===== src/design/evrPkg.sv =====
// Shared constants for the timing-event receiver.
// Holds the special event codes, the strobe count, the timestamp
// widths, the status counter size and the action word width.

`default_nettype none

package evrPkg;

    ////////////////////////////////////////////////////////////////////////////
    // Special event codes

    // Shifts a 0 into the time-of-day seconds register
    localparam logic [7:0] evCodeShiftZero = 8'h70;

    // Shifts a 1 into the time-of-day seconds register
    localparam logic [7:0] evCodeShiftOne = 8'h71;

    // Pulse-per-second marker, applies the assembled seconds value
    localparam logic [7:0] evCodeSecondsMarker = 8'h7D;

    ////////////////////////////////////////////////////////////////////////////
    // Sizes

    // Codes 1 to 126 each get their own strobe
    localparam int evStrobeCount = 126;

    localparam int secondsWidth = 32;
    localparam int ticksWidth = 32;
    localparam int timestampWidth = secondsWidth + ticksWidth;

    // Bit counter of the seconds shift register, it saturates one past full
    localparam int bitCountWidth = 6;
    localparam logic [bitCountWidth-1:0] bitCountFull = bitCountWidth'(secondsWidth);
    localparam logic [bitCountWidth-1:0] bitCountLimit = bitCountWidth'(secondsWidth + 1);

    localparam int statusCounterWidth = 10;

    localparam int actionWidth = 8;

endpackage

`default_nettype wire


===== src/design/evrControl.sv =====
// Link word control block.
// Qualifies each recovered word against its K flags, decodes the
// shift and seconds-marker codes into pulses and registers the
// distributed data byte.

`timescale 1ns/1ps
`default_nettype none

module evrControl
    import evrPkg::*;
(
    input  wire logic       evrRxClk,
    input  wire logic       reset,
    input  wire logic [15:0] evrRxWord,
    input  wire logic [1:0] evrCharIsK,
    output logic      [7:0] evCode,
    output logic            evCodeValid,
    output logic            shiftZero,
    output logic            shiftOne,
    output logic            secondsMark,
    output logic      [7:0] distributedDataBus
);

    ////////////////////////////////////////////////////////////////////////////
    // Word qualification

    // The low byte carries the event code, and a K character there is a
    // comma or other control symbol rather than an event
    assign evCode = evrRxWord[7:0];
    assign evCodeValid = !evrCharIsK[0];

    ////////////////////////////////////////////////////////////////////////////
    // Time-of-day pulses and data byte

    always_ff @(posedge evrRxClk) begin
        if (reset) begin
            shiftZero <= 1'b0;
            shiftOne <= 1'b0;
            secondsMark <= 1'b0;
            distributedDataBus <= 8'h00;
        end else begin
            shiftZero <= evCodeValid && (evCode == evCodeShiftZero);
            shiftOne <= evCodeValid && (evCode == evCodeShiftOne);
            secondsMark <= evCodeValid && (evCode == evCodeSecondsMarker);

            // A K character in the high byte carries no data, so it reads as zero
            if (evrCharIsK[1]) begin
                distributedDataBus <= 8'h00;
            end else begin
                distributedDataBus <= evrRxWord[15:8];
            end
        end
    end

    // The time-of-day receiver relies on seeing a single pulse per cycle
    pulsesExclusive: assert property (
        @(posedge evrRxClk) disable iff (reset)
        $onehot0({shiftZero, shiftOne, secondsMark})
    );

endmodule

`default_nettype wire


===== src/design/evStrobeBank.sv =====
// Per-code event strobe bank.
// One flip-flop per strobed event code plus the seconds marker.

`timescale 1ns/1ps
`default_nettype none

module evStrobeBank
    import evrPkg::*;
(
    input  wire logic                     evrRxClk,
    input  wire logic                     reset,
    input  wire logic [7:0]               evCode,
    input  wire logic                     evCodeValid,
    output logic      [evStrobeCount:1]   evStrobe,
    output logic                          ppsMarker
);

    // Each strobe is high for the single cycle after a valid word with its code
    always_ff @(posedge evrRxClk) begin
        if (reset) begin
            evStrobe <= '0;
            ppsMarker <= 1'b0;
        end else begin
            for (int code = 1; code <= evStrobeCount; code++) begin
                evStrobe[code] <= evCodeValid && (evCode == 8'(code));
            end
            ppsMarker <= evCodeValid && (evCode == evCodeSecondsMarker);
        end
    end

    // Only one code arrives per word
    strobeOneHot: assert property (
        @(posedge evrRxClk) disable iff (reset)
        $onehot0(evStrobe)
    );

endmodule

`default_nettype wire


===== src/design/actionTable.sv =====
// Event code to action word lookup table.
// A 256-entry RAM with a write port, a registered read address
// and a registered, validity-gated output.

`timescale 1ns/1ps
`default_nettype none

module actionTable
    import evrPkg::*;
(
    input  wire logic                   evrRxClk,
    input  wire logic                   reset,
    input  wire logic [7:0]             evCode,
    input  wire logic                   evCodeValid,
    input  wire logic                   actionWriteEnable,
    input  wire logic [7:0]             actionAddress,
    input  wire logic [actionWidth-1:0] actionData,
    output logic      [actionWidth-1:0] action
);

    logic [actionWidth-1:0] actionRam [0:255];
    logic [7:0]             readAddress;
    logic                   readValid;

    ////////////////////////////////////////////////////////////////////////////
    // Table storage

    always_ff @(posedge evrRxClk) begin
        if (actionWriteEnable) begin
            actionRam[actionAddress] <= actionData;
        end
    end

    ////////////////////////////////////////////////////////////////////////////
    // Lookup pipeline

    // Address stage, the RAM is then read from the registered address
    always_ff @(posedge evrRxClk) begin
        if (reset) begin
            readAddress <= '0;
        end else begin
            readAddress <= evCode;
        end
    end

    // Output stage, words that were K characters produce no action
    always_ff @(posedge evrRxClk) begin
        if (reset) begin
            readValid <= 1'b0;
            action <= '0;
        end else begin
            readValid <= evCodeValid;
            action <= readValid ? actionRam[readAddress] : '0;
        end
    end

    writeAddressKnown: assert property (
        @(posedge evrRxClk) disable iff (reset)
        actionWriteEnable |-> !$isunknown(actionAddress)
    );

endmodule

`default_nettype wire


===== src/design/todReceiver.sv =====
// Time-of-day receiver.
// Assembles seconds from shift pulses, applies them at the seconds
// marker, runs the tick counter and keeps the saturating status
// counters for bad bit counts and out-of-sequence seconds.

`timescale 1ns/1ps
`default_nettype none

module todReceiver
    import evrPkg::*;
(
    input  wire logic                          evrRxClk,
    input  wire logic                          reset,
    input  wire logic                          shiftZero,
    input  wire logic                          shiftOne,
    input  wire logic                          secondsMark,
    output logic      [timestampWidth-1:0]     timestamp,
    output logic                               timestampValid,
    output logic      [statusCounterWidth-1:0] tooManyBitsCounter,
    output logic      [statusCounterWidth-1:0] tooFewBitsCounter,
    output logic      [statusCounterWidth-1:0] outOfSeqCounter
);

    logic [secondsWidth-1:0]  shiftReg;
    logic [secondsWidth-1:0]  seconds;
    logic [ticksWidth-1:0]    ticks;
    logic [bitCountWidth-1:0] bitCount;

    // Counts up by one and sticks at all ones
    function automatic logic [statusCounterWidth-1:0] satIncrement(
        input logic [statusCounterWidth-1:0] value
    );
        return (&value) ? value : value + 1'b1;
    endfunction

    ////////////////////////////////////////////////////////////////////////////
    // Seconds assembly and marker handling

    always_ff @(posedge evrRxClk) begin
        if (reset) begin
            shiftReg <= '0;
            seconds <= '0;
            ticks <= '0;
            bitCount <= '0;
            timestampValid <= 1'b0;
            tooManyBitsCounter <= '0;
            tooFewBitsCounter <= '0;
            outOfSeqCounter <= '0;
        end else begin
            ticks <= ticks + 1'b1;

            // Bits arrive MSB first, so each new bit enters at the low end
            if (shiftZero || shiftOne) begin
                shiftReg <= {shiftReg[secondsWidth-2:0], shiftOne};
                if (bitCount != bitCountLimit) begin
                    bitCount <= bitCount + 1'b1;
                end
            end

            // Every marker starts a new second and a new bit sequence
            if (secondsMark) begin
                bitCount <= '0;
                ticks <= '0;

                if (bitCount == bitCountFull) begin
                    seconds <= shiftReg;
                    timestampValid <= 1'b1;
                    if (timestampValid && (shiftReg != seconds + 1'b1)) begin
                        outOfSeqCounter <= satIncrement(outOfSeqCounter);
                    end
                end else begin
                    // Seconds keep their old value but can no longer be trusted
                    timestampValid <= 1'b0;
                    if (bitCount < bitCountFull) begin
                        tooFewBitsCounter <= satIncrement(tooFewBitsCounter);
                    end else begin
                        tooManyBitsCounter <= satIncrement(tooManyBitsCounter);
                    end
                end
            end
        end
    end

    assign timestamp = {seconds, ticks};

    bitCountBounded: assert property (
        @(posedge evrRxClk) disable iff (reset)
        bitCount <= bitCountLimit
    );

endmodule

`default_nettype wire


===== src/design/evrTop.sv =====
// Top level of the timing-event receiver.
// Connects the link word control block to the strobe bank, the
// action table and the time-of-day receiver.

`timescale 1ns/1ps
`default_nettype none

module evrTop
    import evrPkg::*;
(
    input  wire logic                          evrRxClk,
    input  wire logic                          reset,
    input  wire logic [15:0]                   evrRxWord,
    input  wire logic [1:0]                    evrCharIsK,
    input  wire logic                          actionWriteEnable,
    input  wire logic [7:0]                    actionAddress,
    input  wire logic [actionWidth-1:0]        actionData,
    output logic      [evStrobeCount:1]        evStrobe,
    output logic                               ppsMarker,
    output logic      [actionWidth-1:0]        action,
    output logic      [timestampWidth-1:0]     timestamp,
    output logic                               timestampValid,
    output logic      [statusCounterWidth-1:0] tooManyBitsCounter,
    output logic      [statusCounterWidth-1:0] tooFewBitsCounter,
    output logic      [statusCounterWidth-1:0] outOfSeqCounter,
    output logic      [7:0]                    distributedDataBus
);

    logic [7:0] evCode;
    logic       evCodeValid;
    logic       shiftZero;
    logic       shiftOne;
    logic       secondsMark;

    evrControl control_i (
        .evrRxClk(evrRxClk),
        .reset(reset),
        .evrRxWord(evrRxWord),
        .evrCharIsK(evrCharIsK),
        .evCode(evCode),
        .evCodeValid(evCodeValid),
        .shiftZero(shiftZero),
        .shiftOne(shiftOne),
        .secondsMark(secondsMark),
        .distributedDataBus(distributedDataBus)
    );

    evStrobeBank strobeBank_i (
        .evrRxClk(evrRxClk),
        .reset(reset),
        .evCode(evCode),
        .evCodeValid(evCodeValid),
        .evStrobe(evStrobe),
        .ppsMarker(ppsMarker)
    );

    // Lookups see the code combinationally, so the table adds its own two stages
    actionTable actionTable_i (
        .evrRxClk(evrRxClk),
        .reset(reset),
        .evCode(evCode),
        .evCodeValid(evCodeValid),
        .actionWriteEnable(actionWriteEnable),
        .actionAddress(actionAddress),
        .actionData(actionData),
        .action(action)
    );

    todReceiver todReceiver_i (
        .evrRxClk(evrRxClk),
        .reset(reset),
        .shiftZero(shiftZero),
        .shiftOne(shiftOne),
        .secondsMark(secondsMark),
        .timestamp(timestamp),
        .timestampValid(timestampValid),
        .tooManyBitsCounter(tooManyBitsCounter),
        .tooFewBitsCounter(tooFewBitsCounter),
        .outOfSeqCounter(outOfSeqCounter)
    );

endmodule

`default_nettype wire


===== config.mk =====
export PLATFORM = sky130hd
export DESIGN_NAME = evrTop
export DESIGN_NICKNAME = d
export VERILOG_FILES = /design/src/design/evrPkg.sv /design/src/design/evrControl.sv /design/src/design/evStrobeBank.sv /design/src/design/actionTable.sv /design/src/design/todReceiver.sv /design/src/design/evrTop.sv
export SDC_FILE = /design/constraint.sdc
export NUM_CORES = 2
export LEC_CHECK = 0
export BUFFER_PORTS_ARGS = -buffer_cell sky130_fd_sc_hd__buf_2
export CORE_MARGIN = 1.5
export CORE_UTILIZATION = 30
export CTS_CLUSTER_DIAMETER = 40
export CTS_CLUSTER_SIZE = 20
export DETAILED_ROUTE_END_ITERATION = 16
export GPL_ROUTABILITY_DRIVEN = 0
export SLEW_MARGIN = 20
export SYNTH_ARGS = -nofsm -noshare
export SYNTH_HDL_FRONTEND = slang
export SYNTH_SLANG_ARGS = --single-unit

===== constraint.sdc =====
create_clock -name evrRxClk -period 4.2 [get_ports evrRxClk]
set_clock_uncertainty 0.2 [all_clocks]
set_input_delay 0.84 -clock evrRxClk [delete_from_list [all_inputs] [get_ports evrRxClk]]
set_output_delay 0.84 -clock evrRxClk [all_outputs]
set_load 0.005 [all_outputs]

Word-level counts from Yosys, hierarchy flattened
Memories as Yosys holds them, arrays and structs flattened. A register that Yosys moved wholly into a read port is not among the register bits.
Cells that the tools add are included.
{"block": "op_classes", "eq_ne": 129, "bitwise": 6, "muxes": 3, "magnitude_cmp": 1, "reduce_logical": 140, "add_sub_neg": 6}
{"cell": "equality test 8 x 7 -> 1 bit (second input constant)", "count": 63}
{"cell": "equality test 8 x 6 -> 1 bit (second input constant)", "count": 32}
{"cell": "equality test 8 x 5 -> 1 bit (second input constant)", "count": 16}
{"cell": "logical AND 1 bit", "count": 127}
{"cell": "adder 32 x 1 -> 32 bit (second input constant)", "count": 2}
{"cell": "equality test 8 x 4 -> 1 bit (second input constant)", "count": 8}
{"cell": "equality test 8 x 3 -> 1 bit (second input constant)", "count": 4}
{"cell": "!= test 32 bit", "count": 1}
{"cell": "adder 10 x 1 -> 10 bit (second input constant)", "count": 3}
{"cell": "AND reduction 10 bit", "count": 3}
{"cell": "equality test 8 x 2 -> 1 bit (second input constant)", "count": 2}
{"cell": "AND reduction 4 bit", "count": 3}
{"cell": "equality test 8 x 1 -> 1 bit (second input constant)", "count": 1}
{"cell": "adder 6 x 1 -> 6 bit (second input constant)", "count": 1}
{"cell": "equality test 6 bit (second input constant)", "count": 1}
{"cell": "< comparator 6 bit (second input constant)", "count": 1}
{"cell": "!= test 6 bit (second input constant)", "count": 1}
{"cell": "NOT 1 bit", "count": 6}
{"cell": "OR reduction 2 bit", "count": 3}
{"cell": "AND reduction 2 bit", "count": 2}
{"cell": "two-way mux 1 bit", "count": 3}
{"cell": "zero test 1 bit", "count": 1}
{"cell": "logical OR 1 bit", "count": 1}
{"block": "totals", "reg_bits": 279, "mem_count": 1, "output_inout_bits": 238, "inputBits": 37, "ramBits": 2048}
{"memory": "actionTable_i.actionRam", "depth": 256, "width": 8, "rd": 1, "rd_ports_with_merged_regs": 1, "write_ports": 1, "line": "actionTable.sv:21", "rtl": "logic [actionWidth-1:0] actionRam [0:255];"}

Longest topological paths before layout
{"block": "depth", "word_depth": 4, "mapped_depth": 12, "depth_no_buf": 10}

Cells and area by module
A second synthesis with hierarchy kept.
{"block": "unflattened", "hier_cells": 5060, "area_unflattened_um2": 91926.9}
{"mod": "actionTable", "seq_area_each_um2": 61839.3, "n_inst": 1, "cells_per_inst": 3898, "area_each_um2": 81267.9}
{"mod": "todReceiver", "seq_area_each_um2": 2662.6, "n_inst": 1, "cells_per_inst": 807, "area_each_um2": 6391.1}
{"mod": "evStrobeBank", "seq_area_each_um2": 2522.4, "n_inst": 1, "cells_per_inst": 319, "area_each_um2": 3867.5}
{"mod": "evrControl", "seq_area_each_um2": 220.2, "n_inst": 1, "cells_per_inst": 36, "area_each_um2": 400.4}

Worst setup path before layout
Ideal clock, no wire load.
{"block": "synth_timing", "path_kind": "flip-flop to flip-flop", "start": "register actionTable_i.readAddress[1]", "end": "register actionTable_i.action[0] (read register of actionTable_i.actionRam)", "required_ps": 3877, "stages_incl_launch_ff": 10, "n_path_buf": 4, "period_less_slack_ps": 3174, "setup_slack_ps": 1026, "setup_time_ps": 123, "arrival_ps": 2852, "cell_sequence": "dfxtp_1 > clkbuf_1 > clkbuf_1 > buf_1 > buf_1 > mux4_2 > mux4_2 > mux4_2 > nand2_1 > nand3_1"}
{"item": "start, declared", "line": "actionTable.sv:22", "rtl": "logic [7:0] readAddress;"}
{"item": "start signal, assigned", "line": "actionTable.sv:42", "rtl": "readAddress <= evCode;"}
{"item": "end, declared", "line": "actionTable.sv:18", "rtl": "output logic [actionWidth-1:0] action"}

==> flow_summary.html <==
<table>
<tr><th>Metric</th><th>Value</th></tr>
<tr><th colspan="2">Outcome</th></tr>
<tr><td>Run status</td><td>finished, final reports clean</td></tr>
<tr><th colspan="2">Power</th></tr>
<tr><td>Maximum resistive drop on vdd</td><td>320 uV</td></tr>
<tr><td>Static leakage</td><td>34.5 nW</td></tr>
<tr><td>Power density over cell area</td><td>508 nW/um2</td></tr>
<tr><th colspan="2">Clock tree</th></tr>
<tr><td>Deepest level of the CTS H-tree</td><td>5</td></tr>
<tr><td>Post-CTS setup buffers</td><td>0</td></tr>
<tr><td>Root Buffer Master</td><td>clkbuf_16</td></tr>
<tr><td>TritonCTS clock tree</td><td>done</td></tr>
<tr><td>Clock edge transition at the registers on the reported setup and hold paths</td><td>0.06 ns</td></tr>
<tr><td>Longest Clk Path Bufs</td><td>4</td></tr>
<tr><td>CTS sink cnt</td><td>2332</td></tr>
<tr><td>Total CTS buffers</td><td>337</td></tr>
<tr><td>Insertion delay of the later-clocked pin in the worst-skew pair</td><td>0.95 ns</td></tr>
<tr><th colspan="2">Timing</th></tr>
<tr><td>Worst rel slew slack</td><td>33.4%</td></tr>
<tr><td>Worst Max-Slew Pin Slew</td><td>0.999 ns</td></tr>
<tr><td>Aggregate negative setup slack</td><td>0 ns</td></tr>
<tr><td>Final worst path period need</td><td>3.57 ns</td></tr>
<tr><td>Worst hold slack across all endpoints</td><td>0.113 ns</td></tr>
<tr><td>Period Utilization, post-route</td><td>85.1%</td></tr>
<tr><td>Setup repair after global routing missed its margin</td><td>no</td></tr>
<tr><td>Total count of hold-check failures in the final report</td><td>0</td></tr>
<tr><td>Final setup viols</td><td>0</td></tr>
<tr><td>Count of pins over their slew limit</td><td>0</td></tr>
<tr><td>Achievable clock frequency</td><td>0.280 GHz</td></tr>
<tr><th colspan="2">Critical path</th></tr>
<tr><td>Biggest fanout along the worst timing path</td><td>37</td></tr>
<tr><td>Source of the worst register-to-register timing path</td><td>actionTable_i.readAddress[1]</td></tr>
<tr><td>Critical path class</td><td>register to register</td></tr>
<tr><td>Worst R2R End</td><td>actionTable_i.action[1]</td></tr>
<tr><td>Longest individual stage delay on the worst path</td><td>0.60 ns</td></tr>
<tr><td>Cell Chain, Critical Path</td><td>buf_12 &gt; buf_12 &gt; buf_4 &gt; mux4_2 &gt; mux4_2 &gt; mux4_2 &gt; nand2b_1 &gt; nand3_1</td></tr>
<tr><td>Req. time, crit path</td><td>4.80 ns</td></tr>
<tr><td>Dominant cell type by count on the critical path</td><td>mux4_2</td></tr>
<tr><td>Element type at the critical path start</td><td>register</td></tr>
<tr><td>Number of cell instances on the worst register-to-register path</td><td>8</td></tr>
<tr><td>Critical-path top delay cell</td><td>dfxtp_4</td></tr>
<tr><td>Setup slack of the most critical reg-to-reg path</td><td>0.63 ns</td></tr>
<tr><td>Kind of cell with the highest combined delay on the critical path</td><td>multiplexers</td></tr>
<tr><td>Count of buffering cells on the critical path with inverters included</td><td>3</td></tr>
<tr><td>Type of destination of the critical path</td><td>register</td></tr>
<tr><td>Arr. time, crit path</td><td>4.18 ns</td></tr>
<tr><th colspan="2">Floorplan</th></tr>
<tr><td>Initial Util</td><td>30.1%</td></tr>
<tr><td>Die width</td><td>548 um</td></tr>
<tr><td>Full die area</td><td>301000 um2</td></tr>
<tr><td># rows</td><td>200</td></tr>
<tr><td>I/O pin count</td><td>275</td></tr>
<tr><td>Area of the placeable core</td><td>297000 um2</td></tr>
<tr><td>Overall die height</td><td>548 um</td></tr>
<tr><th colspan="2">Synthesis</th></tr>
<tr><td>Synth Warn #</td><td>0</td></tr>
<tr><td>Netlist Area Pre-Place</td><td>89300 um2</td></tr>
<tr><td>Gate count after technology mapping</td><td>4424</td></tr>
<tr><td>Asr flop ratio synth</td><td>0%</td></tr>
<tr><td>Most area-hungry cell type in the Yosys netlist</td><td>edfxtp_1</td></tr>
<tr><td>Top-area cell type share of the netlist area</td><td>68.9%</td></tr>
<tr><td>Number of distinct library cells after synthesis</td><td>56</td></tr>
<tr><td>Synth area leaders</td><td>edfxtp_1 69%, mux4_2 17%, dfxtp_1 6.4%</td></tr>
<tr><td>EDFF count, synth</td><td>2048</td></tr>
<tr><td>Flop and latch count out of synthesis</td><td>2332</td></tr>
<tr><td>Mapped Nets</td><td>4469</td></tr>
<tr><td>Primary FF master, synth</td><td>edfxtp_1</td></tr>
<tr><td>Mean Syn Cell Area</td><td>20.2 um2</td></tr>
<tr><td>Proportion of synthesized chip area in sequential cells</td><td>75.3%</td></tr>
<tr><th colspan="2">Global routing</th></tr>
<tr><td>Congestion Overflow GR</td><td>0</td></tr>
<tr><td>Largest net degree at the start of global routing</td><td>139</td></tr>
<tr><td>Tot GR Track Use</td><td>14.7%</td></tr>
<tr><td>Global-route wire length before repair</td><td>327000 um</td></tr>
<tr><td>Number of global-route vias before repair</td><td>46100</td></tr>
<tr><td>Initial antenna violation count</td><td>12</td></tr>
<tr><th colspan="2">Route</th></tr>
<tr><td>Via density</td><td>4.92</td></tr>
<tr><td>Number of violations reported at the end of detailed-routing iteration 0</td><td>4832</td></tr>
<tr><td>Remaining number of nets flagged by the antenna check after routing</td><td>0</td></tr>
<tr><td>Uppermost signal routing layer after detailed routing</td><td>met4</td></tr>
<tr><td>Total iterations of the first detailed-routing run</td><td>5</td></tr>
<tr><td>Met2 layer wire length in the routed design</td><td>111000 um</td></tr>
<tr><td>Number of vias in the routed layout</td><td>45700</td></tr>
<tr><td>Met1 wire length</td><td>92900 um</td></tr>
<tr><td>Final Routed Wirelength</td><td>225000 um</td></tr>
<tr><td>Detailed-route DRC error count</td><td>0</td></tr>
<tr><td>Routed wire length per instance</td><td>24.3 um</td></tr>
<tr><td>Routed length on met3</td><td>16000 um</td></tr>
<tr><th colspan="2">Place</th></tr>
<tr><td>Count of buffers inserted at the top-level ports</td><td>274</td></tr>
<tr><td>Cell Count Post-Placement</td><td>8667</td></tr>
<tr><td>Detailed Place HPWL</td><td>143000 um</td></tr>
<tr><th colspan="2">Min path</th></tr>
<tr><td>Class of the worst hold path</td><td>primary input to register</td></tr>
<tr><td>Depth of the worst hold-timing path</td><td>2</td></tr>
<tr><td>Hold Startpoint</td><td>evrRxWord[6]</td></tr>
<tr><td>Hold Path Sink</td><td>actionTable_i.readAddress[6]</td></tr>
<tr><th colspan="2">Final layout</th></tr>
<tr><td>Final net count</td><td>5117</td></tr>
<tr><td>Fraction of final layout cells sized beyond drive strength 1</td><td>34.0%</td></tr>
<tr><td>Syn-to-layout area delta</td><td>21.5%</td></tr>
<tr><td>Number of non-filler instances in the completed layout</td><td>9275</td></tr>
<tr><td>Most common library cell in the layout ignoring fill and taps</td><td>edfxtp_1</td></tr>
<tr><td>Highest-count cells in the layout ignoring fill and taps</td><td>2048 x edfxtp_1, 672 x mux4_2, 463 x nor2_1</td></tr>
<tr><th colspan="2">Flow run</th></tr>
<tr><td>Count of maximum capacitance violations</td><td>0</td></tr>
</table>
==> routing by layer <==
| metal | vias up | global-route usage [%] |
|---|---|---|
| met5 | - | 0 |
| met3 | 346 | 2.87 |
| met1 | 24200 | 19.6 |
| met4 | 0 | 4.46 |
| met2 | 1811 | 24.4 |
| li1 | 19300 | - |
==> power by group <==
part / switching [mW] / total [mW] / internal [mW]
Combinational: 1.26 / 2.13 / 0.867
Sequential: 0.0488 / 25.3 / 25.2
Clock: 10.8 / 27.7 / 16.9
Total: 12.1 / 55.1 / 43.0
==> how the worst max path moves through the flow <==
stage / from / depth (start not counted) / end
6_report: actionTable_i.readAddress[1] / 8 / actionTable_i.action[1]
5_1_grt: todReceiver_i.seconds[0] / 11 / todReceiver_i.outOfSeqCounter[6]
3_3_place_gp: actionTable_i.readAddress[1] / 8 / actionTable_i.action[1]
2_1_floorplan: actionTable_i.readAddress[1] / 9 / actionTable_i.action[0]
3_5_place_dp: actionTable_i.readAddress[1] / 8 / actionTable_i.action[1]
4_1_cts: actionTable_i.readAddress[1] / 8 / actionTable_i.action[1]
==> flip-flops by register name, indices dropped and copies added (netlist names) <==
name,count
actionTable_i.action,8
todReceiver_i.tooManyBitsCounter,10
todReceiver_i.seconds,32
actionTable_i.readAddress,8
todReceiver_i.outOfSeqCounter,10
actionTable_i.actionRam,2048
todReceiver_i.shiftReg,32
control_i.distributedDataBus,8
todReceiver_i.ticks,32
todReceiver_i.bitCount,6
todReceiver_i.timestampValid,1
todReceiver_i.tooFewBitsCounter,10
actionTable_i.readValid,1
strobeBank_i.evStrobe,126
==> cell families (layout without fill, tap and decap cells) <==
| group | Yosys count | in the layout | synth area share, % |
|---|---|---|---|
| buffers and inverters | 267 | 1174 | 1.28 |
| xor gates and xnor gates | 80 | 80 | 0.785 |
| adders and majority gates | 8 | 8 | 0.112 |
| AOI/OAI and AO/OA | 132 | 132 | 0.833 |
| DFF | 2332 | 2332 | 75.3 |
| other | 0 | 5 | 0 |
| muxes | 687 | 687 | 17.1 |
| and+or+nand+nor | 918 | 918 | 4.59 |
==> what timing repair did <==
| item | CTS | global route |
|---|---|---|
| hold buffers | 5 | 0 |
| endpoints found under the hold margin | 5 | 0 |
| resized for setup | 0 | 0 |
==> cell usage after synthesis (3+ instances only) <==
cell type / number
a21oi_1: 87
a22oi_1: 8
and2_1: 11
and3_1: 17
and4_1: 8
buf_1: 8
buf_2: 46
buf_4: 17
clkbuf_1: 180
dfxtp_1: 284
edfxtp_1: 2048
ha_1: 8
inv_1: 14
mux2i_1: 11
mux4_2: 672
nand2_1: 200
nand2b_1: 13
nand3_1: 81
nand4_1: 42
nand4b_1: 4
nor2_1: 465
nor2b_1: 28
nor3_1: 8
nor3b_1: 5
nor4_1: 3
o211ai_1: 4
o21ai_0: 14
o31ai_1: 6
or2_2: 3
or3_1: 10
or4_1: 6
xnor2_1: 34
xor2_1: 46
==> layout make-up <==
type                    count  area, um2
repair buffers            562       4100
fillers                 27000     188000
diodes                      5       12.5
clock inverters           236       2530
multi-input cells        1825      21000
clock buffers             362       8640
inverters                  14       52.6
flip-flops and latches   2332      67200
well taps                3939       4930
==> metrics by stage <==
| step | cell area, um2 | util [%] | power, mW | setup WS, ns |
|---|---|---|---|---|
| 2_1_floorplan | 89300 | - | 26.9 | 1.03 |
| 3_3_place_gp | 97200 | 32.8 | 27.9 | 0.543 |
| 3_5_place_dp | 97200 | 32.8 | 27.9 | 0.574 |
| 4_1_cts | 108000 | 36.6 | 55.6 | 0.593 |
| 5_1_grt | 108000 | 36.6 | 56.6 | 0.436 |
| 6_report | 108000 | 36.6 | 55.1 | 0.627 |
(Power assumes the default switching activity.)
